**config.mk**
```make
export PLATFORM = sky130hd
export DESIGN_NAME = sdram_burst_exec
export DESIGN_NICKNAME = d
export VERILOG_FILES = /design/src/verilog/sdram_pkg.sv /design/src/verilog/sdram_burst_exec.sv
export VERILOG_INCLUDE_DIRS = /design/src /design/src/verilog
export SDC_FILE = /design/constraint.sdc
export NUM_CORES = 1
export LEC_CHECK = 0
export BUFFER_PORTS_ARGS = -buffer_cell sky130_fd_sc_hd__buf_2
export CAP_MARGIN = 5
export CORE_MARGIN = 2
export CORE_UTILIZATION = 40
export CTS_BUF_LIST = sky130_fd_sc_hd__clkbuf_8
export DETAILED_ROUTE_END_ITERATION = 10
export GPL_TIMING_DRIVEN = 0
export PLACE_DENSITY = 0.75
export SYNTH_ARGS = -nofsm -noshare
export SYNTH_HDL_FRONTEND = slang
export SYNTH_SLANG_ARGS = --single-unit
```
**constraint.sdc**
```tcl
create_clock -name clk -period 1.9 [get_ports clk]
set_input_delay 0 -clock clk [delete_from_list [all_inputs] [get_ports clk]]
set_output_delay 0 -clock clk [all_outputs]
set_load 0.02 [all_outputs]
```
**src/verilog/sdram_macros.svh**
```systemverilog
`ifndef SDRAM_MACROS_SVH
`define SDRAM_MACROS_SVH

// storage size of the model, far smaller than the real device
// row address bits above SDRAM_ROW_BITS are dropped on activate
`define SDRAM_ROW_BITS 4

// 32 columns per row, bursts wrap inside this range
`define SDRAM_COL_BITS 5

// data bus width, two byte lanes under dqm[1:0]
`define SDRAM_DATA_BITS 16

// address pin count and bank count of the device
`define SDRAM_ADDR_BITS 13
`define SDRAM_BANK_BITS 2

// mode register contents after reset
`define SDRAM_RESET_BL 3'd0 // burst length 1
`define SDRAM_RESET_CL 3'd2 // cas latency 2

`endif
```
**src/verilog/sdram_pkg.sv**
```systemverilog
`include "sdram_macros.svh"

package sdram_pkg;

  typedef logic [`SDRAM_DATA_BITS-1:0]   data_t;
  typedef logic [1:0]                    mask_t; // bit 1 upper byte, bit 0 lower byte
  typedef logic [`SDRAM_BANK_BITS-1:0]   bank_t;
  typedef logic [`SDRAM_ROW_BITS-1:0]    row_t;
  typedef logic [`SDRAM_COL_BITS-1:0]    col_t;
  typedef logic [`SDRAM_ADDR_BITS-1:0]   addr_t;
  typedef logic [2:0]                    bl_code_t;
  typedef logic [2:0]                    cl_t;

  // commands after cke and cs qualification
  typedef enum logic [2:0] {
    cmd_nop,
    cmd_mode,
    cmd_active,
    cmd_read,
    cmd_write,
    cmd_stop
  } cmd_e;

  typedef enum logic [1:0] {
    burst_idle,
    burst_read,
    burst_write
  } burst_e;

endpackage

```
**src/verilog/sdram_burst_exec.sv**
```systemverilog
`timescale 1ns/100ps

module sdram_burst_exec (
  input  logic                clk,
  input  logic                reset,
  input  sdram_pkg::cmd_e     cmd,
  input  sdram_pkg::bank_t    cmd_bank,
  input  sdram_pkg::row_t     cmd_row,
  input  sdram_pkg::col_t     cmd_col,
  input  sdram_pkg::bl_code_t bl_code,
  input  sdram_pkg::data_t    dq_in,
  input  sdram_pkg::mask_t    dqm,
  output logic                wr_en,
  output sdram_pkg::bank_t    wr_bank,
  output sdram_pkg::row_t     wr_row,
  output sdram_pkg::col_t     wr_col,
  output sdram_pkg::mask_t    wr_mask,
  output sdram_pkg::data_t    wr_data,
  output logic                rd_en,
  output sdram_pkg::bank_t    rd_bank,
  output sdram_pkg::row_t     rd_row,
  output sdram_pkg::col_t     rd_col
);

  sdram_pkg::burst_e state_r;
  logic [3:0]        bl_words;
  logic [3:0]        len_r;
  logic [3:0]        cnt_r;
  logic [3:0]        cnt_next;
  sdram_pkg::bank_t  bank_r;
  sdram_pkg::row_t   row_r;
  sdram_pkg::col_t   col_r;
  logic              start_rd;
  logic              start_wr;
  logic              interrupt;
  logic              burst_act;

  always_comb begin
    case (bl_code)
      3'd0:    bl_words = 4'd1;
      3'd1:    bl_words = 4'd2;
      3'd2:    bl_words = 4'd4;
      default: bl_words = 4'd8; // full page not modelled
    endcase
  end

  assign start_rd  = (cmd == sdram_pkg::cmd_read);
  assign start_wr  = (cmd == sdram_pkg::cmd_write);
  assign interrupt = start_rd || start_wr || (cmd == sdram_pkg::cmd_stop);
  assign burst_act = (state_r != sdram_pkg::burst_idle) && !interrupt;
  assign cnt_next  = cnt_r + 4'd1;

  // word 0 goes straight from the pins, later words from the burst registers
  assign wr_en   = start_wr || (burst_act && state_r == sdram_pkg::burst_write);
  assign wr_bank = start_wr ? cmd_bank : bank_r;
  assign wr_row  = start_wr ? cmd_row : row_r;
  assign wr_col  = start_wr ? cmd_col : col_r;
  assign wr_mask = dqm;
  assign wr_data = dq_in;

  assign rd_en   = start_rd || (burst_act && state_r == sdram_pkg::burst_read);
  assign rd_bank = start_rd ? cmd_bank : bank_r;
  assign rd_row  = start_rd ? cmd_row : row_r;
  assign rd_col  = start_rd ? cmd_col : col_r;

  always_ff @(posedge clk) begin
    if (reset) begin
      state_r <= sdram_pkg::burst_idle;
      cnt_r   <= '0;
      len_r   <= 4'd1;
    end else if (start_rd || start_wr) begin
      cnt_r <= 4'd1; // word 0 issued this cycle
      len_r <= bl_words;
      if (bl_words == 4'd1) begin
        state_r <= sdram_pkg::burst_idle;
      end else if (start_rd) begin
        state_r <= sdram_pkg::burst_read;
      end else begin
        state_r <= sdram_pkg::burst_write;
      end
    end else if (cmd == sdram_pkg::cmd_stop) begin
      state_r <= sdram_pkg::burst_idle; // burst terminate
    end else if (state_r != sdram_pkg::burst_idle) begin
      cnt_r <= cnt_next;
      if (cnt_next == len_r) begin
        state_r <= sdram_pkg::burst_idle;
      end
    end
  end

  // address of the next burst word, column wraps inside the row
  always_ff @(posedge clk) begin
    if (start_rd || start_wr) begin
      bank_r <= cmd_bank;
      row_r  <= cmd_row;
      col_r  <= cmd_col + 1'b1;
    end else if (burst_act) begin
      col_r <= col_r + 1'b1;
    end
  end

endmodule

```
==> Word level (Yosys, flattened, before mapping) <==
Index checks and enable logic that the tools add are counted.
{ "word_totals": {"output_inout_bits": 42, "wordCells": 57, "in_bits": 37, "regBits": 21} }
{ "op_classes": {"mux": 18, "bitwise": 1, "reduce_logical": 18, "eq_ne": 10, "n_addsub": 3} }
{ "ops": {"columns": ["cell", "count"], "rows": [
  ["two-way mux 5 bit", 4],
  ["two-way mux 2 bit", 8],
  ["one-hot mux 4 bit (3 select lines)", 1],
  ["adder 5 x 1 -> 5 bit, second input constant", 2],
  ["two-way mux 4 bit", 2],
  ["== test 3 x 2 -> 1 bit, second input constant", 2],
  ["== test 3 bit, second input constant", 2],
  ["AND reduction 2 bit", 3],
  ["nonzero test 2 bit", 3],
  ["nonzero test 3 bit", 2],
  ["adder 4 x 1 -> 4 bit, second input constant", 1],
  ["== test 4 x 1 -> 1 bit, second input constant", 1],
  ["== test 4 bit", 1],
  ["logical OR 1 bit", 4],
  ["== test 3 x 1 -> 1 bit, second input constant", 1],
  ["logical AND 1 bit", 3],
  ["logical NOT 3 bit", 1],
  ["two-way mux 1 bit", 3],
  ["== test 2 x 1 -> 1 bit, second input constant", 1],
  ["== test 2 bit, second input constant", 1],
  ["inequality test 2 bit, second input constant", 1],
  ["OR reduction 2 bit", 1],
  ["logical NOT 1 bit", 1],
  ["NOT 1 bit", 1]
]} }

==> Depth between registers and ports, before layout <==
{ "depth": {"depth_word": 7, "mapped_depth": 11} }

==> Least setup slack after synthesis <==
No wires, ideal clock.
{ "synth_timing": {"kind": "input to register", "startpoint": "input cmd[1]", "endpoint": "register col_r[4], data pin", "setup_ns": 0.265, "arrival_time_ns": 1.667, "cell_stages": 10, "setup_slack_ns": -0.033, "path_buffers": 2, "cell_sequence": "buf_4 > nand3b_1 > a21boi_2 > inv_1 > buf_2 > mux2i_1 > inv_1 > ha_1 > a311oi_1 > a211oi_1"} }
{ "synth_via": {"elab_chain_len": 3, "word_cells_on_any_way": 4} }
{ "synth_rtl": {"columns": ["item", "line", "source"], "rows": [
  ["start, declared", "sdram_burst_exec.sv:6", "input sdram_pkg::cmd_e cmd,"],
  ["== test 3 x 2 -> 1 bit or == test 3 bit (tied branches)", "sdram_burst_exec.sv:47, sdram_burst_exec.sv:48", null],
  ["logical OR 1 bit (*)", "sdram_burst_exec.sv:93", "if (start_rd || start_wr) begin"],
  ["two-way mux 5 bit (*)", "sdram_burst_exec.sv:93", null],
  ["end signal, assigned", "sdram_burst_exec.sv:96", "col_r <= cmd_col + 1'b1;"],
  ["end signal, assigned", "sdram_burst_exec.sv:98", "col_r <= col_r + 1'b1;"],
  ["end, declared", "sdram_burst_exec.sv:32", "sdram_pkg::col_t col_r;"]
]} }
Mark *: on every way between the ends. The rest lies on a longest branch, timed or not.
A chain may end at the register's enable or synchronous reset.

==> Final worst setup path <==
{ "layout_timing": {"startpoint": "input cmd[2]", "endpoint": "register col_r[4], data pin"} }
Same word-level chain as after synthesis.

==> results_dict.tcl <==
set metrics [dict create \
    peakVddDrop_mv 0.6349 \
    clkTransAtPathRegs_ps 80 \
    dp.cells 258 \
    root_buffer "clkbuf_8" \
    io_pins 79 \
    cts_tree "built" \
    outcome "finished clean" \
    worstPathArrival_ps 1840 \
    wirelength_um 3382 \
    layout-drive-gt1-share_pct 52.25 \
    tns_ps 0 \
    clock.fmax_ghz 0.5506 \
    syn_avg_cell_area_um2 9.985 \
    drc 0 \
    worstMarginPinSlew_ps 770.5 \
    wl_per_cell_um 12.53 \
    hold_viol 0 \
    syn_inst 152 \
    clk_latency_ps 270 \
    fillers 348 \
    worstSetupPathType "in -> reg" \
    antenna_found_initial 0 \
    cts.sinks 21 \
    required_ps 1920 \
    nets 262 \
    synth.net_count 191 \
    powerDensity_mw_per_mm2 647.9 \
    synthTopCellsByArea "edfxtp_1, mux2_2, dfxtp_1" \
    via_count 1340 \
    synth.distinct_cells 34 \
    die_y_um 65.60 \
    rows 22 \
    period_minus_slack_ps 1816 \
    coreArea_mm2 0.003661 \
    antenna_cells 0 \
    r2r_setup_slack_ps 110 \
    globalRouteOverflowTotal 0 \
    clockBufferDepth 2 \
    netlist.area_leader.share_pct 21.76 \
    gp_congestion 0.8470 \
    rr_endpoint "state_r[0]" \
    final_antenna_net_count 0 \
    grt_pass1_wl_um 5292 \
    max-cap-violations 0 \
    vias_per_cell 4.963 \
    dpl_cell_area_mm2 0.001871 \
    holdPathEnd "len_r[2]" \
    fin_skew_ps 9.925 \
    cts_buffers 3 \
    setup_viol 0 \
    initial_core_util_pct 41.46 \
    finalCritPeriodShare_pct 95.59 \
    yosysTopAreaCell "edfxtp_1" \
    die_w_um 65.60 \
    hp-class "in -> reg" \
    synth_area_mm2 0.001518 \
    path_max_fanout 15 \
    grt_usage_pct 15.57 \
    r2r_start "cnt_r[0]" \
    yosys_register_bits 21 \
    hold_depth 3 \
    finalMaxSlewViolations 0 \
    p_leak_nw 0.8754 \
    worstSetupEndpointType "flop" \
    instances_no_fill 270 \
    port_buffers 58 \
    worstHoldStart "bl_code[1]" \
    drt_pass1_iterations 4 \
    grt_start_max_net_pins 16 \
    relSlewSlack_pct 48.09 \
    ys_seq_area_share_pct 34.95 \
    grt_pass1_vias 1205 \
    critPathLaunchType "input pin" \
    r2r_cells 5 \
    area_delta_synth_final_pct 32.56 \
    ys_warn_count 0 \
    stdcell_area_mm2 0.002012 \
    drtIter0Drc 76 \
    rsz0062_at_grt "no" \
    cts_max_level 1 \
    dieArea_mm2 0.004303 \
    dpl.hpwl_um 2469 \
]
[final cells by class]
type	instances	area [um2]	share of cell area, %
Multi-Input combinational cell	100	790.8	39.30
Sequential cell	21	530.5	26.37
Timing Repair Buffer	66	365.4	18.16
Buffer	26	200.2	9.950
Tap cell	48	60.06	2.985
Clock buffer	3	41.29	2.052
Inverter	5	18.77	0.9328
Clock inverter	1	5.005	0.2488
[synthesized netlist by cell type (all sizes together)]
library cell,number
buf,25
ha,2
o211ai,1
xor3,1
a21boi,1
nor4bb,1
nor3b,1
mux2,22
edfxtp,11
nor3,4
nor2,8
a21oi,8
xnor2,7
nand4b,1
xor2,4
clkbuf,1
nand3b,2
nor4,1
a311oi,2
dfxtp,10
nand3,8
o31ai,1
nor2b,1
nand2,7
o21ai,6
inv,5
a211oi,4
mux2i,4
and2,1
or4,1
or4b,1
[stage by stage]
step	total power [W]	hold WS (ps)	util [%]	worst slack, ps
detailed placement	0.0009951	205.0	51.09	-369.4
finish	0.001304	22.26	54.96	83.87
CTS	0.001301	21.28	54.20	44.39
global route	0.001377	42.45	54.96	2.789
global placement	0.0009874	202.2	51.09	-293.9
floorplan	0.0008631	98.87	-	34.66
[worst max-delay path by stage]
stage	to	cells after the start	from	slack [ps]
2_1_floorplan	col_r[4]	10	cmd[1]	30
3_3_place_gp	col_r[4]	10	cmd[2]	-290
3_5_place_dp	col_r[4]	10	cmd[2]	-370
4_1_cts	col_r[4]	10	cmd[2]	40
5_1_grt	col_r[4]	10	cmd[2]	3
6_report	col_r[4]	10	cmd[2]	80
[power breakdown]
group / internal, W / switching [W] / total (W) / leakage, nW
sequential: 0.000522 / 0.0000313 / 0.000553 / 0.185
combinational: 0.000207 / 0.000246 / 0.000453 / 0.665
clock: 0.000146 / 0.000151 / 0.000297 / 0.0255
total: 0.000876 / 0.000428 / 0.00130 / 0.875
[flip-flops by register name, indices dropped and copies added, names as in the netlist]
name / flops
col_r: 5
cnt_r: 4
len_r: 4
row_r: 4
bank_r: 2
state_r: 2
[what timing repair did]
item | 4_1_cts | 5_1_grt
pin swaps | 0 | 0
gates resized for setup | 3 | 3
hold buffers | 6 | 0
hold endpoints to repair | 6 | 0
buffers inserted | 0 | 2
endpoints found under the setup margin | 1 | 1
[layout by cell type, fill, tap and decap left out, types with 7 or more instances in the layout]
master	Yosys	final
a21oi_1	8	8
buf_2	2	59
buf_4	20	22
dfxtp_1	10	10
edfxtp_1	11	11
mux2_2	22	22
nand2_1	7	7
nand3_1	8	8
nor2_1	8	8
xnor2_1	7	7
[critical path, stage by stage]
cell and delay, ps:
buf_2 140, nand3b_1 270, a21boi_2 230, inv_2 120
buf_8 170, mux2i_2 250, inv_1 70, ha_2 220
a311oi_1 280, a211oi_1 80
[layer usage]
| metal | wire length [um] | vias to the layer above | global-route usage, % |
|---|---|---|---|
| met5 | 0 | - | 0 |
| met4 | 14 | 0 | 2.344 |
| met3 | 178 | 2 | 3.596 |
| met2 | 1632 | 43 | 26.40 |
| met1 | 1557 | 626 | 20.60 |
| li1 | - | 669 | - |
[cell families (layout without fill, tap and decap cells)]
group | Yosys count | in the layout | synth area share (%)
fa+ha+maj | 2 | 2 | 1.649
compound gates | 23 | 23 | 9.481
flops | 21 | 21 | 34.95
buf+inv | 31 | 101 | 13.77
simple gates | 37 | 37 | 13.27
mux | 26 | 26 | 18.96
xor+xnor | 12 | 12 | 7.914
No activity file was read; power rests on OpenSTA's default activity.
