<file path="src/verilog/sdram_macros.svh">
`ifndef SDRAM_MACROS_SVH
`define SDRAM_MACROS_SVH

// storage size of the model, far smaller than the real device
// row address bits above SDRAM_ROW_BITS are dropped on activate
`define SDRAM_ROW_BITS 4

// 32 columns per row, bursts wrap inside this range
`define SDRAM_COL_BITS 5

// data bus width, two byte lanes under dqm[1:0]
`define SDRAM_DATA_BITS 16

// address pin count and bank count of the device
`define SDRAM_ADDR_BITS 13
`define SDRAM_BANK_BITS 2

// mode register contents after reset
`define SDRAM_RESET_BL 3'd0 // burst length 1
`define SDRAM_RESET_CL 3'd2 // cas latency 2

`endif
</file>
<file path="src/verilog/sdram_pkg.sv">
`include "sdram_macros.svh"

package sdram_pkg;

  typedef logic [`SDRAM_DATA_BITS-1:0]   data_t;
  typedef logic [1:0]                    mask_t; // bit 1 upper byte, bit 0 lower byte
  typedef logic [`SDRAM_BANK_BITS-1:0]   bank_t;
  typedef logic [`SDRAM_ROW_BITS-1:0]    row_t;
  typedef logic [`SDRAM_COL_BITS-1:0]    col_t;
  typedef logic [`SDRAM_ADDR_BITS-1:0]   addr_t;
  typedef logic [2:0]                    bl_code_t;
  typedef logic [2:0]                    cl_t;

  // commands after cke and cs qualification
  typedef enum logic [2:0] {
    cmd_nop,
    cmd_mode,
    cmd_active,
    cmd_read,
    cmd_write,
    cmd_stop
  } cmd_e;

  typedef enum logic [1:0] {
    burst_idle,
    burst_read,
    burst_write
  } burst_e;

endpackage

</file>
<file path="src/verilog/sdram_read_pipe.sv">
`timescale 1ns/100ps

module sdram_read_pipe (
  input  logic             clk,
  input  logic             reset,
  input  sdram_pkg::data_t rd_data,
  input  logic             rd_valid,
  input  sdram_pkg::cl_t   cl,
  output sdram_pkg::data_t dq_out,
  output logic             dq_oe
);

  sdram_pkg::data_t line_data [2];
  logic [1:0]       line_valid;
  logic             tap_late;

  // array register is the first cycle of latency, the line adds one or two more
  always_ff @(posedge clk) begin
    line_data[0] <= rd_data;
    line_data[1] <= line_data[0];
  end

  always_ff @(posedge clk) begin
    if (reset) begin
      line_valid <= '0;
    end else begin
      line_valid <= {line_valid[0], rd_valid};
    end
  end

  assign tap_late = (cl != 3'd2); // cl 3 takes the second stage

  assign dq_out = tap_late ? line_data[1] : line_data[0];
  assign dq_oe  = tap_late ? line_valid[1] : line_valid[0];

endmodule

</file>
<file path="config.mk">
export PLATFORM = sky130hd
export DESIGN_NAME = sdram_read_pipe
export DESIGN_NICKNAME = d
export VERILOG_FILES = /design/src/verilog/sdram_pkg.sv /design/src/verilog/sdram_read_pipe.sv
export VERILOG_INCLUDE_DIRS = /design/src /design/src/verilog
export SDC_FILE = /design/constraint.sdc
export NUM_CORES = 1
export LEC_CHECK = 0
export BUFFER_PORTS_ARGS = -buffer_cell sky130_fd_sc_hd__buf_2
export CORE_MARGIN = 5
export CORE_UTILIZATION = 47
export CTS_CLUSTER_DIAMETER = 150
export DETAILED_ROUTE_END_ITERATION = 10
export HOLD_SLACK_MARGIN = 0.12
export PLACE_DENSITY = 0.79
export SLEW_MARGIN = 20
export SYNTH_ARGS = -nofsm -noshare
export SYNTH_HDL_FRONTEND = slang
export SYNTH_SLANG_ARGS = --single-unit
</file>
<file path="constraint.sdc">
create_clock -name clk -period 3.4 [get_ports clk]
set_input_delay 0.51 -clock clk [delete_from_list [all_inputs] [get_ports clk]]
set_output_delay 0.51 -clock clk [all_outputs]
set_load 0.01 [all_outputs]
</file>
# Word-level counts from Yosys, hierarchy flattened
# Memories as Yosys holds them, arrays and structs flattened.
# Index checks and enable logic that the tools add are counted.
# W data, S select, Z words.
totals:
  regBits: 2
  ram_bits: 32
  input_bits: 22
  wordCells: 5
  n_memories: 1
  output_inout_bits: 17
memory_table:
  columns: ["memory", "depth", "word_bits", "rd", "rd_clocked_by_memory_dff", "wr", "line", "rtl"]
  rows:
  - ["line_data", 2, 16, 2, 0, 2, "sdram_read_pipe.sv:13", "sdram_pkg::data_t line_data [2];"]
op_classes:
  eq_ne: 1
  muxes: 2
op_table:
  columns: ["operator", "n"]
  rows:
  - ["$mux W16", 1]
  - ["$ne A3 B2 Y1 const B", 1]
  - ["$mux W1", 1]

# Depth between registers and ports, before layout
# Gate-level depths: netlist of the first run.
depth:
  depth_word: 2
  mapped_depth: 3
  ltp_nobuf: 2

# Worst setup path after synthesis of the first run
# OpenSTA, ideal clock, no wires.
synth_timing:
  path_kind: "input to output"
  startpoint: "in cl[0]"
  endpoint: "out dq_out[10]"
  t_arrival_ns: 1.405
  slack_ns: 1.485
  required_time_ns: 2.890
  path_buffers: 1
  cell_stages: 3
  path_cell_list: "nor3b_4 > buf_8 > mux2_2"
synth_between:
  elab_chain_len: 2
synth_rtl:
  columns: ["element", "line", "rtl"]
  rows:
  - ["start, declared", "sdram_read_pipe.sv:8", "input sdram_pkg::cl_t cl,"]
  - ["$ne A3 B2 Y1", "sdram_read_pipe.sv:31", "assign tap_late = (cl != 3'd2);"]
  - ["$mux W16", "sdram_read_pipe.sv:33", "assign dq_out = tap_late ? line_data[1] : line_data[0];"]
  - ["end, declared", "sdram_read_pipe.sv:9", "output sdram_pkg::data_t dq_out,"]
# Every way passes these cells.

# Worst setup path after layout of the first run
layout_timing:
  startpoint: "in cl[0]"
  endpoint: "out dq_out[8]"
# Same word-level chain as after synthesis.

==> flow_metrics.py, run 1 <==
metrics = {
    "synthesis": {
        "netlist-cell-type-count": 5,
        "synthCells": 55,
        "syn_avg_cell_area_um2": 16.7,
        "netlist.area_leader.share_pct": 74.1,
        "synth_xor_area_share_pct": 0,
        "synth_top_flop_cell": "sky130_fd_sc_hd__dfxtp_1",
        "ys_top_cells_by_area": "sky130_fd_sc_hd__dfxtp_1 74%, sky130_fd_sc_hd__mux2_2 21%, sky130_fd_sc_hd__nor3b_4 2.0%, sky130_fd_sc_hd__buf_8 1.6%, sky130_fd_sc_hd__nor2b_1 1.4%",
        "yosysTopAreaCell": "sky130_fd_sc_hd__dfxtp_1",
        "synth-seq-cells": 34,
        "yosysMostFrequentCell": "sky130_fd_sc_hd__dfxtp_1",
        "yosysSeqAreaShare_pct": 74.1,
        "synth_mux_area_share_pct": 20.8,
        "synth-adder-area-share_pct": 0,
        "post_synthesis_compound_gate_area_fraction_pct": 0,
        "postSynth.asyncResetShare_pct": 0,
        "synthesis.yosys.warnings": 0,
        "ranking_of_synthesized_cells_by_instance_count": "34 x sky130_fd_sc_hd__dfxtp_1, 17 x sky130_fd_sc_hd__mux2_2, 2 x sky130_fd_sc_hd__nor2b_1",
        "main_combinational_cell_family_by_area_after_synthesis": "multiplexers",
        "yosys.area_share.simple_pct": 3.41,
        "post_synth_edffs": 0,
        "synth_fp_nets": 77,
        "syn_area_um2": 918,
    },
    "cts": {
        "cts_made_buffers": 5,
        "clk_latency_ps": 320,
        "cts.repair.resized": 0,
        "root_buffer": "sky130_fd_sc_hd__clkbuf_4",
        "cts_tree": "done",
        "clk_transition_reported_paths_ps": 90,
        "clock_sinks": 34,
        "max-clock-path-buffers": 2,
        "number_of_setup_buffers_added_after_cts": 0,
        "cts.hold.buffers_added": 0,
        "maximum_level_of_the_cts_h_tree": 2,
    },
    "placed_design": {
        "place_hpwl_um": 1070,
        "placed_inst_area_um2": 1130,
        "globalplace.congestion": 0.607,
        "portBuffers": 38,
        "post-place-ws_ps": 998,
    },
    "timing": {
        "totalNegativeSetupSlack_ps": 0,
        "max_slew_margin_pct": 46.1,
        "fmaxAchievable_ghz": 0.421,
        "setup_ws_ps": 1020,
        "post-route-min-period_ps": 2380,
        "finalHoldWorstSlack_ps": 279,
        "timing_worst_slew_pin_value_ps": 807,
        "hold_viol_final": 0,
        "finClkSkew_ps": 2.98,
        "setup_repair_after_global_routing_missed_its_margin": "no",
        "report.final.slew_viol_count": 0,
        "layout_worst_path_cycle_share_pct": 69.9,
        "finalSetupViolations": 0,
    },
    "floorplan": {
        "floorplan.io_pins": 39,
        "die_width_um": 54.2,
        "initial_utilization_pct": 48.3,
        "row_count": 16,
        "die_height_um": 54.2,
        "core_um2": 1900,
        "floorplan.die_area_um2": 2940,
    },
    "route": {
        "drt_wl_total_um": 1440,
        "wl_per_cell_um": 11.3,
        "remaining_drc_errors": 0,
        "vias_per_cell": 4.30,
        "route.antenna.remaining_nets": 0,
        "detailedRoute.firstPassIterationCount": 1,
        "vias": 546,
        "dr.first_iter.drc_count": 0,
    },
    "worst_hold_path": {
        "hold_path_depth": 1,
        "holdCritStartpoint": "rd_data[1]",
        "min_to": "line_data[0][1]",
        "worst_hold_path_type": "in -> reg",
    },
    "final_layout": {
        "area.growth.synth_to_final_pct": 29.3,
        "drive_above_1_share_pct": 63.0,
        "design_area_um2": 1190,
        "final_net_count": 121,
        "antenna-diode-count": 0,
    },
    "global_route": {
        "antenna_found_initial": 0,
        "grt_max_degree": 18,
        "global_route.usage.total_pct": 11.7,
        "grt_pass1_wl_um": 2230,
        "number_of_global_route_vias_before_repair": 536,
        "grt_overflow": 0,
    },
    "setup_path": {
        "critPathLaunchType": "primary input",
        "crit_path_cell_trace": "buf_2, nor3b_4, mux2_2, buf_2",
        "crit_slowest_cell": "sky130_fd_sc_hd__nor3b_4",
        "worstSetupEndpointType": "primary output",
        "worst-endpoint-arrival_ps": 1870,
        "critical_path_required_ps": 2890,
        "r2r_slack_ps": 2880,
        "cp_common_cell": "sky130_fd_sc_hd__buf_2",
        "crit_path_max_fanout": 17,
        "crit-reg2reg-capture": "line_valid[1]",
        "worst_reg2reg_path_length_in_cells": 1,
        "worstSetupPathType": "in -> out",
        "critical_path.max_stage_delay_ps": 690,
        "critPathTopFamily": "simple AND/OR/NAND/NOR gates",
        "worst-path-buf-inv": 2,
        "r2r_start": "line_valid[0]",
    },
    "run": {
        "drv.max_cap_violation_count": 0,
    },
    "power_and_ir_drop": {
        "power_density_nw_per_um2": 589,
        "vdd.ir_drop.worst_mv": 0.357,
        "design_power_total_w": 0.000699,
        "leakagePower_nw": 0.546,
    },
    "run_status": {
        "run_status": "finished clean",
    },
}
## report_power, final
part	leakage, nW	switching (W)	internal, W
Combinational	0.224	0.0000219	0.0000315
Sequential	0.287	0.00000637	0.000419
Clock	0.0353	0.000120	0.000100
Total	0.546	0.000149	0.000551
## logic make-up after synthesis
| group | Yosys count |
|---|---|
| DFF | 34 |
| muxes | 17 |
| and+or+nand+nor | 3 |
| buffers and inverters | 1 |
## final cells by class
cell class              count  area [um2]
flip-flops and latches     34         681
clock buffers               7        55.1
fillers                   174         714
clock inverters             1        5.00
repair buffers             38         190
multi-input cells          20         223
well taps                  27        33.8
## worst max-delay path by stage
stage | start | end | slack, ps | depth (start not counted)
3_3_place_gp | cl[0] | dq_out[2] | 1000 | 4
6_report | cl[0] | dq_out[8] | 1020 | 4
2_1_floorplan | cl[0] | dq_out[10] | 1480 | 3
5_1_grt | cl[0] | dq_out[2] | 920 | 4
3_5_place_dp | cl[0] | dq_out[8] | 1000 | 4
4_1_cts | cl[0] | dq_out[8] | 990 | 4
## layout by cell type, fill, tap and decap left out
cell and instances:
sky130_fd_sc_hd__buf_2 38, sky130_fd_sc_hd__dfxtp_1 34, sky130_fd_sc_hd__mux2_2 17, sky130_fd_sc_hd__clkbuf_4 5, sky130_fd_sc_hd__nor2b_1 2, sky130_fd_sc_hd__nor3b_4 1
sky130_fd_sc_hd__clkinv_2 1, sky130_fd_sc_hd__clkbuf_8 1, sky130_fd_sc_hd__clkbuf_1 1
## metal layers
layer	GRT usage [%]	vias up	share of wire (%)
met2	14.9	34	41
met1	12.6	236	42
met4	6.22	0	1.7
met5	0	-	0
li1	-	273	-
met3	11.1	3	15
## state kept, by name, indices dropped and copies added (netlist names)
signal,cells
line_valid,2
line_data,32
## metrics by stage
step | utilization (%) | std cells
floorplan | - | 55
global placement | 59.3 | 119
detailed placement | 59.3 | 119
CTS | 62.4 | 127
global route | 62.4 | 127
finish | 62.4 | 127
No activity file was read; power rests on OpenSTA's default activity.
==> inputs of run 2 (changes only) <==
Settings changed: CORE_UTILIZATION 47 to 44, PLACE_DENSITY 0.79 to 0.75.
Clock period 3.4 ns to 2.5 ns, I/O delays scaled along.
==> run 2 against run 1 <==
Effect of this change: clock-buffer cell count unchanged; sequential cell count unchanged; register-to-register slack got worse by 910 ps; worst setup slack got worse by 340 ps; via count increased by 0.73%; critical path depth increased by 1; global-route usage decreased by 1.6 points; wire length increased by 0.91%; hold slack got worse by 130 ps; utilization decreased by 2.1 points; non-clock buffer count increased by 1; cell count increased by 0.79%; critical path type unchanged.
==> flow_metrics.py, run 2 (synthesis gave the netlist of run 1 again) <==
metrics = {
    "run_status": {
        "run_status": "finished clean",
    },
    "floorplan": {
        "floorplan.io_pins": 39,
        "core_um2": 1980,
        "initial_utilization_pct": 46.3,
        "die_width_um": 55.7,
        "row_count": 16,
        "die_height_um": 55.7,
        "floorplan.die_area_um2": 3100,
    },
    "route": {
        "detailedRoute.firstPassIterationCount": 4,
        "vias_per_cell": 4.30,
        "remaining_drc_errors": 0,
        "drt_wl_total_um": 1450,
        "route.antenna.remaining_nets": 0,
        "vias": 550,
        "dr.first_iter.drc_count": 5,
        "wl_per_cell_um": 11.3,
    },
    "global_route": {
        "grt_overflow": 0,
        "global_route.usage.total_pct": 10.2,
        "antenna_found_initial": 0,
        "number_of_global_route_vias_before_repair": 591,
        "grt_pass1_wl_um": 2410,
        "grt_max_degree": 18,
    },
    "timing": {
        "fmaxAchievable_ghz": 0.551,
        "setup_repair_after_global_routing_missed_its_margin": "no",
        "max_slew_margin_pct": 85.5,
        "timing_worst_slew_pin_value_ps": 217,
        "report.final.slew_viol_count": 0,
        "totalNegativeSetupSlack_ps": 0,
        "post-route-min-period_ps": 1820,
        "finalSetupViolations": 0,
        "hold_viol_final": 0,
        "layout_worst_path_cycle_share_pct": 72.6,
        "finClkSkew_ps": 5.62,
    },
    "worst_hold_path": {
        "min_to": "line_data[0][5]",
        "holdCritStartpoint": "rd_data[5]",
        "hold_path_depth": 1,
        "worst_hold_path_type": "in -> reg",
    },
    "cts": {
        "cts.repair.resized": 0,
        "max-clock-path-buffers": 2,
        "clk_latency_ps": 320,
        "cts_tree": "done",
        "cts.hold.buffers_added": 0,
        "clock_sinks": 34,
        "clk_transition_reported_paths_ps": 90,
        "number_of_setup_buffers_added_after_cts": 0,
        "cts_made_buffers": 5,
        "root_buffer": "sky130_fd_sc_hd__clkbuf_4",
        "maximum_level_of_the_cts_h_tree": 2,
    },
    "final_layout": {
        "biggestRegsByFlops": "line_data (32), line_valid (2)",
        "largest_register_ffs": 32,
        "num-fill-cells": 159,
        "max_flop_register": "line_data",
        "final_net_count": 122,
        "drive_above_1_share_pct": 63.4,
        "leading_cell_types_in_the_layout_fill_and_taps_excluded": "38 x sky130_fd_sc_hd__buf_2, 34 x sky130_fd_sc_hd__dfxtp_1, 17 x sky130_fd_sc_hd__mux2_2",
        "most_common_library_cell_in_the_layout_ignoring_fill_and_taps": "sky130_fd_sc_hd__buf_2",
        "antenna-diode-count": 0,
        "instances_no_fill": 128,
        "area.growth.synth_to_final_pct": 30.1,
    },
    "setup_path": {
        "critical_path_required_ps": 2120,
        "r2r_slack_ps": 1970,
        "critPathLaunchType": "primary input",
        "worstSetupEndpointType": "primary output",
        "r2r_start": "line_valid[0]",
        "worstSetupPathType": "in -> out",
        "crit_path_max_fanout": 17,
        "worst-endpoint-arrival_ps": 1440,
        "worst_reg2reg_path_length_in_cells": 1,
        "crit-reg2reg-capture": "line_valid[1]",
    },
    "power_and_ir_drop": {
        "power_density_nw_per_um2": 795,
        "vdd.ir_drop.worst_mv": 0.479,
        "design_power_total_w": 0.000949,
        "leakagePower_nw": 0.551,
    },
    "placed_design": {
        "globalplace.congestion": 0.684,
        "place_hpwl_um": 1070,
        "dp.cells": 120,
        "portBuffers": 38,
    },
    "run": {
        "drv.max_cap_violation_count": 0,
    },
}
## run 2: stage by stage
stage,worst slack (ps),hold slack (ps),instance area [um2],util (%)
4_1_cts,672,128,1190,60.3
3_3_place_gp,701,330,1130,57.3
5_1_grt,630,126,1190,60.3
2_1_floorplan,855,326,918,-
3_5_place_dp,678,333,1130,57.3
6_report,685,147,1190,60.3
## run 2: area by class of cell
type | count | area, um2 | area share, %
Timing Repair Buffer | 39 | 198 | 16.5
Sequential cell | 34 | 681 | 57.0
Clock inverter | 1 | 5.00 | 0.419
Multi-Input combinational cell | 20 | 223 | 18.6
Tap cell | 27 | 33.8 | 2.83
Clock buffer | 7 | 55.1 | 4.61
## run 2: how the worst max path moves through the flow
stage                     startpoint         end  slack (ps)  depth (start not counted)
final                          cl[0]   dq_out[0]         680                          5
after global routing           cl[0]   dq_out[0]         630                          5
after CTS                      cl[0]   dq_out[0]         670                          5
after detailed placement       cl[0]   dq_out[0]         680                          5
after global placement         cl[0]  dq_out[12]         700                          5
after floorplan                cl[0]  dq_out[10]         850                          3
## run 2: power breakdown
part	internal [W]	switching (W)
clock network	0.000136	0.000160
logic	0.0000436	0.0000302
registers	0.000570	0.00000895
## run 2: metal layers
layer  vias up  wire [um]  track usage (%)
met2        33        615             14.4
met1       240        639             11.9
li1        274          -                -
met3         3        167             4.87
met5         -          0                0
met4         0         25             7.29
## run 2: critical path: stages
cell and delay (ps):
sky130_fd_sc_hd__buf_2 110, sky130_fd_sc_hd__nor3b_4 170, sky130_fd_sc_hd__buf_4 270, sky130_fd_sc_hd__mux2_2 370, sky130_fd_sc_hd__buf_2 140
