--- src/verilog/sdram_macros.svh ---
`ifndef SDRAM_MACROS_SVH
`define SDRAM_MACROS_SVH

// storage size of the model, far smaller than the real device
// row address bits above SDRAM_ROW_BITS are dropped on activate
`define SDRAM_ROW_BITS 4

// 32 columns per row, bursts wrap inside this range
`define SDRAM_COL_BITS 5

// data bus width, two byte lanes under dqm[1:0]
`define SDRAM_DATA_BITS 16

// address pin count and bank count of the device
`define SDRAM_ADDR_BITS 13
`define SDRAM_BANK_BITS 2

// mode register contents after reset
`define SDRAM_RESET_BL 3'd0 // burst length 1
`define SDRAM_RESET_CL 3'd2 // cas latency 2

`endif
--- src/verilog/sdram_pkg.sv ---
`include "sdram_macros.svh"

package sdram_pkg;

  typedef logic [`SDRAM_DATA_BITS-1:0]   data_t;
  typedef logic [1:0]                    mask_t; // bit 1 upper byte, bit 0 lower byte
  typedef logic [`SDRAM_BANK_BITS-1:0]   bank_t;
  typedef logic [`SDRAM_ROW_BITS-1:0]    row_t;
  typedef logic [`SDRAM_COL_BITS-1:0]    col_t;
  typedef logic [`SDRAM_ADDR_BITS-1:0]   addr_t;
  typedef logic [2:0]                    bl_code_t;
  typedef logic [2:0]                    cl_t;

  // commands after cke and cs qualification
  typedef enum logic [2:0] {
    cmd_nop,
    cmd_mode,
    cmd_active,
    cmd_read,
    cmd_write,
    cmd_stop
  } cmd_e;

  typedef enum logic [1:0] {
    burst_idle,
    burst_read,
    burst_write
  } burst_e;

endpackage

--- src/verilog/sdram_cmd_decode.sv ---
`timescale 1ns/100ps
`include "sdram_macros.svh"

module sdram_cmd_decode (
  input  logic                clk,
  input  logic                reset,
  input  logic                cke,
  input  logic                cs,
  input  logic                ras,
  input  logic                cas,
  input  logic                we,
  input  sdram_pkg::addr_t    a,
  input  sdram_pkg::bank_t    ba,
  output sdram_pkg::cmd_e     cmd,
  output sdram_pkg::bank_t    cmd_bank,
  output sdram_pkg::row_t     cmd_row,
  output sdram_pkg::col_t     cmd_col,
  output sdram_pkg::bl_code_t bl_code,
  output sdram_pkg::cl_t      cl
);

  sdram_pkg::row_t open_row [4];

  always_comb begin
    cmd = sdram_pkg::cmd_nop;
    if (cke && !cs) begin
      case ({ras, cas, we})
        3'b000:  cmd = sdram_pkg::cmd_mode;
        3'b011:  cmd = sdram_pkg::cmd_active;
        3'b101:  cmd = sdram_pkg::cmd_read;
        3'b100:  cmd = sdram_pkg::cmd_write;
        3'b110:  cmd = sdram_pkg::cmd_stop;
        default: cmd = sdram_pkg::cmd_nop; // refresh, precharge and nop
      endcase
    end
  end

  assign cmd_bank = ba;
  assign cmd_row  = open_row[ba]; // row used by read and write
  assign cmd_col  = a[`SDRAM_COL_BITS-1:0];

  // mode register, only burst length and cas latency are kept
  always_ff @(posedge clk) begin
    if (reset) begin
      bl_code <= `SDRAM_RESET_BL;
      cl      <= `SDRAM_RESET_CL;
    end else if (cmd == sdram_pkg::cmd_mode) begin
      bl_code <= a[2:0];
      cl      <= (a[6:4] == 3'd2) ? 3'd2 : 3'd3; // reserved codes act as 3
    end
  end

  // one open row per bank
  always_ff @(posedge clk) begin
    if (reset) begin
      for (int i = 0; i < 4; i++) begin
        open_row[i] <= '0;
      end
    end else if (cmd == sdram_pkg::cmd_active) begin
      open_row[ba] <= a[`SDRAM_ROW_BITS-1:0]; // upper row bits ignored
    end
  end

endmodule

--- config.mk ---
export PLATFORM = sky130hd
export DESIGN_NAME = sdram_cmd_decode
export DESIGN_NICKNAME = d
export VERILOG_FILES = /design/src/verilog/sdram_pkg.sv /design/src/verilog/sdram_cmd_decode.sv
export VERILOG_INCLUDE_DIRS = /design/src /design/src/verilog
export SDC_FILE = /design/constraint.sdc
export NUM_CORES = 1
export LEC_CHECK = 0
export BUFFER_PORTS_ARGS = -buffer_cell sky130_fd_sc_hd__buf_2
export CAP_MARGIN = 30
export CORE_MARGIN = 1.5
export CORE_UTILIZATION = 52
export DETAILED_ROUTE_END_ITERATION = 8
export PLACE_DENSITY = 0.83
export SLEW_MARGIN = 20
export SYNTH_ARGS = -nofsm -noshare
export SYNTH_HDL_FRONTEND = slang
export SYNTH_SLANG_ARGS = --single-unit
--- constraint.sdc ---
create_clock -name clk -period 3.5 [get_ports clk]
set_input_delay 0.35 -clock clk [delete_from_list [all_inputs] [get_ports clk]]
set_output_delay 0.35 -clock clk [all_outputs]
set_load 0.02 [all_outputs]
# Word-level counts from Yosys, hierarchy flattened
# Memories as Yosys holds them, arrays and structs flattened.
# Index checks and enable logic that the tools add are counted.
# W data, S select, Z words.
# totals
regBits	6
latch_bits	0
ram_bits	16
rom_bits	0
input_bits	22
output_inout_bits	20
wordCells	25
mem_count	1
# mem_list
memory	words	word_bits	read_ports	rd_ports_with_merged_regs	write_ports	line	text
open_row	4	4	1	0	4	sdram_cmd_decode.sv:22	sdram_pkg::row_t open_row [4];
# op_classes
n_addsub	0
mul	0
div	0
order_cmp	0
n_eq_ne	7
n_shift	0
mux	11
bitwise_logic	0
n_reduce_logical	4
# op_table
op	count
$pmux W3 S5	1
$eq A3 B2 Y1 const B	3
$eq A3 B3 Y1 const B	3
$mux W1	7
$mux W4	1
$reduce_or A4 Y1	1
$eq A3 B1 Y1 const B	1
$logic_not A3 Y1	1
$mux W3	1
$mux W2	1
$logic_and A1 B1 Y1	1
$logic_not A1 Y1	1

# Depth between registers and ports, before layout
# Gate-level depths: netlist (run 1).
# depth
depth_word	9
mapped_depth	5
ltp_nobuf	3

# Worst setup path after synthesis (run 1)
# No wires, ideal clock.
# synth_path
path_kind	in2reg
from	input port cs
to	memory open_row[3][0] (netlist bit) (enable)
arrival_ns	1.256
t_required_ns	3.165
setup_slack_ns	1.909
path_stages	5
path_buffers	2
path_cell_list	nand2b_1 buf_2 or2_1 buf_6 o21ai_1
# synth_rtl
element	line	text
start: declaration	sdram_cmd_decode.sv:8	input logic cs,
end: declaration	sdram_cmd_decode.sv:22	

# Worst setup path in the final report (run 1)
# layout_path
from	input port ba[0]
to	output port cmd_row[2]
# layout_between
elab_chain_cells	1
# layout_rtl
element	line	text
start: declaration	sdram_cmd_decode.sv:13	input sdram_pkg::bank_t ba,
$mem_v2 Z4 W4	-	
end: declaration	sdram_cmd_decode.sv:16	output sdram_pkg::row_t cmd_row,
# Every way passes these cells.

==> impl_metrics.csv, run 1 <==
group,metric,value,unit
floorplan,top_level_ports,42,
final_layout,final_layout_size_suffix_gt1_frac,0.437,
synth,netlist_top_cells_count,"16 x edfxtp_1, 12 x and2_1, 9 x buf_4, 6 x nand2b_1",
worst_setup_path,r2r_cells,3,
synth,yosysTopAreaCell,"edfxtp_1",
worst_setup_path,cp_cell_sequence,"buf_2 > mux4_2 > buf_2",
min_path,hp-class,"input port to flop",
floorplan,die_width,50.8,um
worst_setup_path,path_depth,3,
synth,synth_edf_count,16,
routing,drc,0,
timing,rsz0062_at_grt,"false",
synth,synthMostInstantiatedCell,"edfxtp_1",
synth,syn_inst,96,
floorplan,die_h,50.8,um
timing,skew,0,ns
routing,first_pass_iters,4,
worst_setup_path,end_kind,"output port",
pwr,finalPower,0.453,mW
pwr,p_leak,0.521,nW
clock_tree,post_cts_buffers,0,
clock_tree,tritoncts,"done",
floorplan,core,0.00219,sq mm
place,io_buffers,33,
worst_setup_path,r2r_slack,2.76,ns
synth,postSynthAreaPerCell,12.4,sq um
final_layout,diodes,0,
pwr,peakVddDrop,0.303,mV
timing,max_freq,0.599,GHz
floorplan,rows,17,
run,max_cap_violations,0,
worst_setup_path,startpoint,"ba[0]",
global_routing,antenna_found_initial,0,
worst_setup_path,slowest_stage,"mux4_2",
timing,fin_tns_setup,0,ns
final_layout,area_delta_synth_final,10.7,%
final_layout,fin_util,0.601,
timing,finalSetupViolCount,0,
synth,synth_top_area_frac,0.404,
clock_tree,cts.path.max_buffers,2,
timing,post-route-period-util,0.477,
worst_setup_path,endpoint,"cmd_row[2]",
timing,hold_viol,0,
clock_tree,path_clk_slew,0.10,ns
worst_setup_path,cp_data_required_time,3.15,ns
place,dp_cells,143,
worst_setup_path,arrival,1.32,ns
routing,first_iter_violations,12,
synth,synth_area_leaders,"edfxtp_1 40%, mux4_2 7.6%, dfxtp_1 6.7%",
final_layout,final_cells,147,
worst_setup_path,r2r_end,"bl_code[1]$_SDFFE_PP0N_",
clock_tree,cts_sinks,20,
synth,async_reset_ff_frac,0,
synth,syn_area,0.00119,sq mm
pwr,powerDensity,344,mW/mm^2
clock_tree,ctsHoldBuffers,0,
timing,fin_crit,1.67,ns
clock_tree,htreeDepth,1,
routing,drtAntennaViolNets,0,
synth,yosysUniqueCellTypes,31,
global_routing,grt.overflow.total,0,
floorplan,dieArea,0.00258,sq mm
clock_tree,cts.repair.resized,0,
synth,ys_warn_count,0,
worst_setup_path,path_class,"input port to output port",
worst_setup_path,worst-path-max-fanout,12,
synth,synth_ff_type,"edfxtp_1",
place,gp_congestion,0.787,
worst_setup_path,rr_startpoint,"bl_code[1]$_SDFFE_PP0N_",
worst_setup_path,crit_path_frequent_cell,"buf_2",
global_routing,grt_pass1_vias,725,
clock_tree,cts_buffers,3,
worst_setup_path,worst-path-buf-inv,2,
global_routing,grt_max_degree,14,
final_layout,fin_nets,142,
global_routing,grt_pass1_wl,3190,um
synth,ys_seq_area_frac,0.471,
floorplan,start_util,0.543,
clock_tree,clkLatencyLatePin,0.28,ns
routing,wire_per_inst,13.0,um
clock_tree,cts-root-buf,"clkbuf_4",
routing,drt-total-wl,1910,um
routing,vias,772,
routing,viasPerCell,5.25,
worst_setup_path,crit_family,"multiplexers",
timing,drv_slew,0,
global_routing,track_usage,0.168,
synth,syn_nets,118,
place,dp_hpwl,1570,um
worst_setup_path,critPathMaxStageDelay,0.53,ns
worst_setup_path,startpoint_type,"input port",
outcome,outcome,"completed",
synth,ys_seq_elements,20,
-- stage by stage --
| stage | hold WS (ns) | worst slack [ns] | cell area, sq um |
|---|---|---|---|
| floorplan | 0.495 | 1.91 | 1190 |
| global placement | 0.508 | 1.66 | 1290 |
| detailed placement | 0.524 | 1.58 | 1290 |
| CTS | 0.353 | 1.82 | 1320 |
| global route | 0.353 | 1.77 | 1320 |
| finish | 0.351 | 1.83 | 1320 |
-- worst min-delay path by stage --
stage / start / endpoint / slack, ns / cells past startpoint
final: a[1] / bl_code[1]$_SDFFE_PP0N_ / 0.35 / 2
after global routing: a[0] / bl_code[0]$_SDFFE_PP0N_ / 0.35 / 2
after CTS: a[1] / bl_code[1]$_SDFFE_PP0N_ / 0.35 / 2
after detailed placement: cl[0]$_SDFFE_PP0N_ / cl[0]$_SDFFE_PP0N_ / 0.52 / 2
after global placement: cl[0]$_SDFFE_PP0N_ / cl[0]$_SDFFE_PP0N_ / 0.51 / 2
after floorplan: a[0] / bl_code[0]$_SDFFE_PP0N_ / 0.50 / 1
-- cells in the final DEF (no fill, tap or decap), drive strengths merged --
cell type and n:
mux4 4, clkinv 1, a21o 1, nand2 1, buf 33, nor4 3
edfxtp 16, nor4b 1, nor2 3, o21ai 1, xnor2 1, nand2b 6
a21oi 4, nor3b 7, clkbuf 3, or2 1, nand3b 2, a31o 3
o21a 1, conb 2, inv 3, and2 12, o31ai 2, a211oi 1
dfxtp 4, nor3 1, xor2 1, and4 1
-- worst register-to-register path, delay by kind of cell (launching register included) --
kind	cells	cell delay, ns
flip-flops	1	0.32
AND/OR/NAND/NOR	1	0.07
AO/OA/AOI/OAI	2	0.26
-- area by class of cell --
class	count	area (sq um)
fill	185	873
timing repair buffer	33	165
sequential	20	561
multi-input combinational	59	519
clock inverter	1	3.75
clock buffer	3	22.5
tap	28	35.0
inverter	3	11.3
-- power by group --
part           internal [mW]  leakage [nW]  switching [mW]  total (mW)
Combinational         0.0315         0.321          0.0493      0.0807
Sequential             0.266         0.184         0.00303       0.270
Clock                 0.0414        0.0154          0.0616       0.103
Total                  0.339         0.521           0.114       0.453
-- state kept, by name, indices dropped and copies added, names as in the netlist --
name,cells
cl,1
bl_code,3
open_row,16
-- logic make-up after synthesis --
| group | after synthesis | synth area share |
|---|---|---|
| AO/OA/AOI/OAI | 13 | 0.0978 |
| XOR/XNOR | 2 | 0.0147 |
| buffers and inverters | 17 | 0.0925 |
| flip-flops | 20 | 0.471 |
| multiplexers | 4 | 0.0757 |
| other | 2 | 0.00631 |
| AND/OR/NAND/NOR | 38 | 0.242 |
-- layer usage --
layer,share of wire,GRT usage,vias to the layer above
met5,0,0,-
met2,0.54,0.320,27
met4,0.0042,0.0405,0
met1,0.40,0.186,362
li1,-,-,381
met3,0.062,0.0409,2
No activity file was read; power rests on OpenSTA's default activity.
==> run 2, diff against run 1 <==
CORE_UTILIZATION = 49   (was 52)
PLACE_DENSITY = 0.79   (was 0.83)
clock period = 1.7 ns   (was 3.5 ns; I/O delays follow)
==> impl_metrics.csv, run 2 (synthesized netlist as in run 1, its figures left out) <==
group,metric,value,unit
final_layout,top_register,"open_row",
global_routing,grt_pass1_vias,688,
pwr,powerDensity,822,mW/mm^2
clock_tree,tritoncts,"done",
final_layout,final_cell_mix,"33 x buf_2, 16 x edfxtp_1, 12 x and2_1, 6 x nand2b_1",
final_layout,fin_nets,143,
global_routing,grt_max_degree,14,
global_routing,track_usage,0.165,
timing,post-route-period-util,0.882,
routing,viasPerCell,5.03,
routing,drt-total-wl,2020,um
clock_tree,path_clk_slew,0.13,ns
timing,whs,0.148,ns
floorplan,core,0.00225,sq mm
global_routing,grt.overflow.total,0,
final_layout,final_common_cell,"buf_2",
final_layout,final_layout_size_suffix_gt1_frac,0.450,
routing,vias,745,
routing,drtAntennaViolNets,0,
global_routing,grt_most_used_layer,"met2",
clock_tree,cts.repair.resized,0,
floorplan,die_width,52.3,um
floorplan,rows,17,
worst_setup_path,arrival,1.33,ns
timing,skew,0,ns
worst_setup_path,cp_data_required_time,1.53,ns
timing,layout_setup_ws,0.201,ns
clock_tree,cts_sinks,20,
clock_tree,cts-root-buf,"clkbuf_4",
final_layout,regArea,561,sq um
worst_setup_path,end_kind,"output port",
floorplan,start_util,0.528,
worst_setup_path,path_class,"flop to output port",
clock_tree,clkLatencyLatePin,0.31,ns
clock_tree,post_cts_buffers,0,
place,dpl_cell_area,0.00130,sq mm
routing,first_iter_violations,6,
pwr,finalPower,1.11,mW
timing,hold_viol,0,
worst_setup_path,rr_startpoint,"bl_code[0]$_SDFFE_PP0N_",
clock_tree,cts.path.max_buffers,2,
timing,max_freq,0.667,GHz
clock_tree,cts_buffers,3,
worst_setup_path,startpoint_type,"flop",
clock_tree,ctsHoldBuffers,0,
final_layout,largest_reg_flops,16,
clock_tree,htreeDepth,1,
timing,fin_crit,1.50,ns
place,gp_congestion,0.700,
min_path,hp-class,"input port to flop",
final_layout,fin_area,0.00135,sq mm
routing,first_pass_iters,4,
global_routing,use_met2,0.277,
pwr,p_leak,0.538,nW
global_routing,globalRouteMet3Util,0.0257,
pwr,peakVddDrop,0.478,mV
routing,wire_per_inst,13.6,um
global_routing,antenna_found_initial,0,
global_routing,grt_pass1_wl,3180,um
final_layout,area_delta_synth_final,13.6,%
final_layout,multi_input_area,519,sq um
timing,drv_slew,0,
final_layout,fillCellCount,209,
floorplan,dieArea,0.00273,sq mm
timing,rsz0062_at_grt,"false",
floorplan,top_level_ports,42,
global_routing,use_met1,0.211,
min_path,hp-start,"a[2]",
timing,finalSetupViolCount,0,
outcome,outcome,"completed",
final_layout,diodes,0,
final_layout,fin_util,0.599,
worst_setup_path,startpoint,"open_row[3][1]$_DFFE_PP_",
timing,fin_tns_setup,0,ns
final_layout,final_cells,148,
routing,drc,0,
final_layout,reg_top3,"open_row x16, bl_code x3, cl x1",
run,max_cap_violations,0,
place,dp_slack,0.0883,ns
floorplan,die_h,52.3,um
place,dp_cells,144,
worst_setup_path,worst-path-max-fanout,1,
place,io_buffers,33,
place,dp_hpwl,1590,um
run 2: cell types whose count changed in the layout (fill, tap and decap cells not counted):
cell and delta:
buf_4 +1, clkinv_1 -1, bufinv_16 +1
run 2: critical path, cell delays in order, from the launching register on:
cell and delay (ns):
edfxtp_1 0.39, mux4_2 0.46, buf_2 0.17
run 2: path summary, 6_finish.rpt:
| check | depth (start not counted) | slack [ns] | end |
|---|---|---|---|
| worst max-delay path | 2 | 0.20 | cmd_row[1] |
| worst min-delay path | 2 | 0.15 | bl_code[2]$_SDFFE_PP0N_ |
| worst max register to register | 3 | 0.94 | bl_code[0]$_SDFFE_PP0N_ |
| worst min register to register | 2 | 0.55 | cl[0]$_SDFFE_PP0N_ |
run 2: final cells by class:
cell class              instances  share of cell area
multi-input cells              59               0.384
well taps                      28              0.0259
repair buffers                 34               0.128
inverters                       3             0.00833
clock inverters                 1              0.0222
flip-flops and latches         20               0.415
clock buffers                   3              0.0167
run 2: power breakdown:
| part | leakage (nW) | switching, mW | internal, mW |
|---|---|---|---|
| Combinational | 0.326 | 0.103 | 0.0664 |
| Sequential | 0.184 | 0.00554 | 0.549 |
| Clock | 0.0279 | 0.148 | 0.238 |
run 2: metal layers:
layer / up-vias / share of wire
li1: 383 / -
met1: 331 / 0.43
met2: 27 / 0.49
met3: 4 / 0.055
met4: 0 / 0.017
met5: - / 0
==> run 3, diff against run 2 <==
PLACE_DENSITY = 0.91   (was 0.79)
==> impl_metrics.csv, run 3 (synthesized netlist as in run 1, its figures left out) <==
group,metric,value,unit
clock_tree,clkLatencyLatePin,0.29,ns
pwr,switchingPower,0.244,mW
clock_tree,htreeDepth,1,
clock_tree,cts_buffers,3,
clock_tree,cts.repair.resized,0,
worst_setup_path,arrival,1.31,ns
clock_tree,cts-root-buf,"clkbuf_4",
min_path,hp-class,"input port to flop",
worst_setup_path,cp_data_required_time,1.53,ns
final_layout,area_delta_synth_final,11.0,%
timing,post-route-period-util,0.872,
final_layout,top_register,"open_row",
global_routing,grt.overflow.total,0,
timing,skew,0,ns
routing,drtAntennaViolNets,0,
floorplan,start_util,0.528,
pwr,p_sw_frac,0.259,
final_layout,final_layout_size_suffix_gt1_frac,0.445,
final_layout,final_common_cell,"buf_2",
timing,max_freq,0.675,GHz
run,max_cap_violations,0,
floorplan,die_h,52.3,um
routing,drc,0,
pwr,peakVddDrop,0.382,mV
clock_tree,path_clk_slew,0.11,ns
worst_setup_path,end_kind,"output port",
timing,fin_crit,1.48,ns
worst_setup_path,worst-path-max-fanout,1,
worst_setup_path,startpoint_type,"flop",
timing,hold_viol,0,
clock_tree,cts_sinks,20,
clock_tree,post_cts_buffers,0,
routing,first_pass_iters,3,
floorplan,die_width,52.3,um
routing,viasPerCell,5.29,
routing,drt-total-wl,2080,um
outcome,outcome,"completed",
pwr,pwr-share-clk,0.231,
floorplan,core,0.00225,sq mm
place,gp_congestion,0.721,
final_layout,fin_util,0.586,
routing,vias,777,
routing,wire_per_inst,14.1,um
pwr,pwr-share-comb,0.180,
clock_tree,ctsHoldBuffers,0,
floorplan,dieArea,0.00273,sq mm
final_layout,reg_top3,"open_row x16, bl_code x3, cl x1",
floorplan,rows,17,
timing,finalSetupViolCount,0,
place,dp_hpwl,1710,um
clock_tree,cts.path.max_buffers,2,
pwr,p_int,0.697,mW
clock_tree,tritoncts,"done",
global_routing,antenna_found_initial,0,
pwr,p_seq_frac,0.589,
pwr,powerDensity,712,mW/mm^2
global_routing,grt_pass1_vias,749,
timing,rsz0062_at_grt,"false",
timing,drv_slew,0,
place,io_buffers,33,
global_routing,grt_max_degree,14,
final_layout,fin_nets,143,
routing,first_iter_violations,6,
final_layout,diodes,0,
final_layout,largest_reg_flops,16,
global_routing,grt_pass1_wl,3470,um
worst_setup_path,path_class,"flop to output port",
final_layout,final_cell_mix,"33 x buf_2, 16 x edfxtp_1, 12 x and2_1, 6 x nand2b_1",
pwr,p_leak,0.524,nW
floorplan,top_level_ports,42,
timing,fin_tns_setup,0,ns
global_routing,track_usage,0.174,
[run 3: cell count changes in the layout (fill, tap and decap cells not counted)]
cell	previous run	this run
bufinv_16	1	0
[run 3: worst max-delay path: stages (launching register included)]
cell and delay, ns:
edfxtp_1 0.38, mux4_2 0.47, buf_2 0.17
[run 3: layout make-up]
cell class / count / area (sq um)
repair buffers: 34 / 173
inverters: 3 / 11.3
well taps: 28 / 35.0
fillers: 213 / 933
clock buffers: 3 / 22.5
flip-flops and latches: 20 / 561
multi-input cells: 59 / 519
[run 3: routing by layer]
layer	track usage	vias up	routed length [um]
li1	-	385	-
met4	0.0513	0	9
met2	0.321	22	1150
met5	0	-	0
met3	0.0257	2	90
met1	0.206	368	829
[run 3: through the flow]
step,worst slack (ns),cells,instance area [sq um],power (mW),hold slack [ns]
after global placement,0.151,144,1300,0.729,0.467
final,0.218,147,1320,0.941,0.167
after CTS,0.197,147,1320,0.951,0.162
after floorplan,0.289,96,1190,0.690,0.315
after detailed placement,0.0999,144,1300,0.737,0.473
after global routing,0.167,147,1320,0.983,0.169
[run 3: power by group through the flow]
| stage | Sequential, mW | Combinational (mW) | Clock, mW |
|---|---|---|---|
| floorplan | 0.565 | 0.125 | 0 |
| finish | 0.555 | 0.169 | 0.217 |
| CTS | 0.555 | 0.171 | 0.224 |
| global placement | 0.565 | 0.165 | 0 |
| global route | 0.558 | 0.183 | 0.243 |
| detailed placement | 0.567 | 0.171 | 0 |
[run 3: worst paths after layout]
| check | startpoint | endpoint | slack, ns | depth (start not counted) |
|---|---|---|---|---|
| worst max register to register | bl_code[2]$_SDFFE_PP0N_ | bl_code[2]$_SDFFE_PP0N_ | 0.95 | 3 |
| worst max-delay path | open_row[3][3]$_DFFE_PP_ | cmd_row[3] | 0.22 | 2 |
| worst min-delay path | a[2] | bl_code[2]$_SDFFE_PP0N_ | 0.17 | 2 |
| worst min register to register | cl[0]$_SDFFE_PP0N_ | cl[0]$_SDFFE_PP0N_ | 0.54 | 2 |
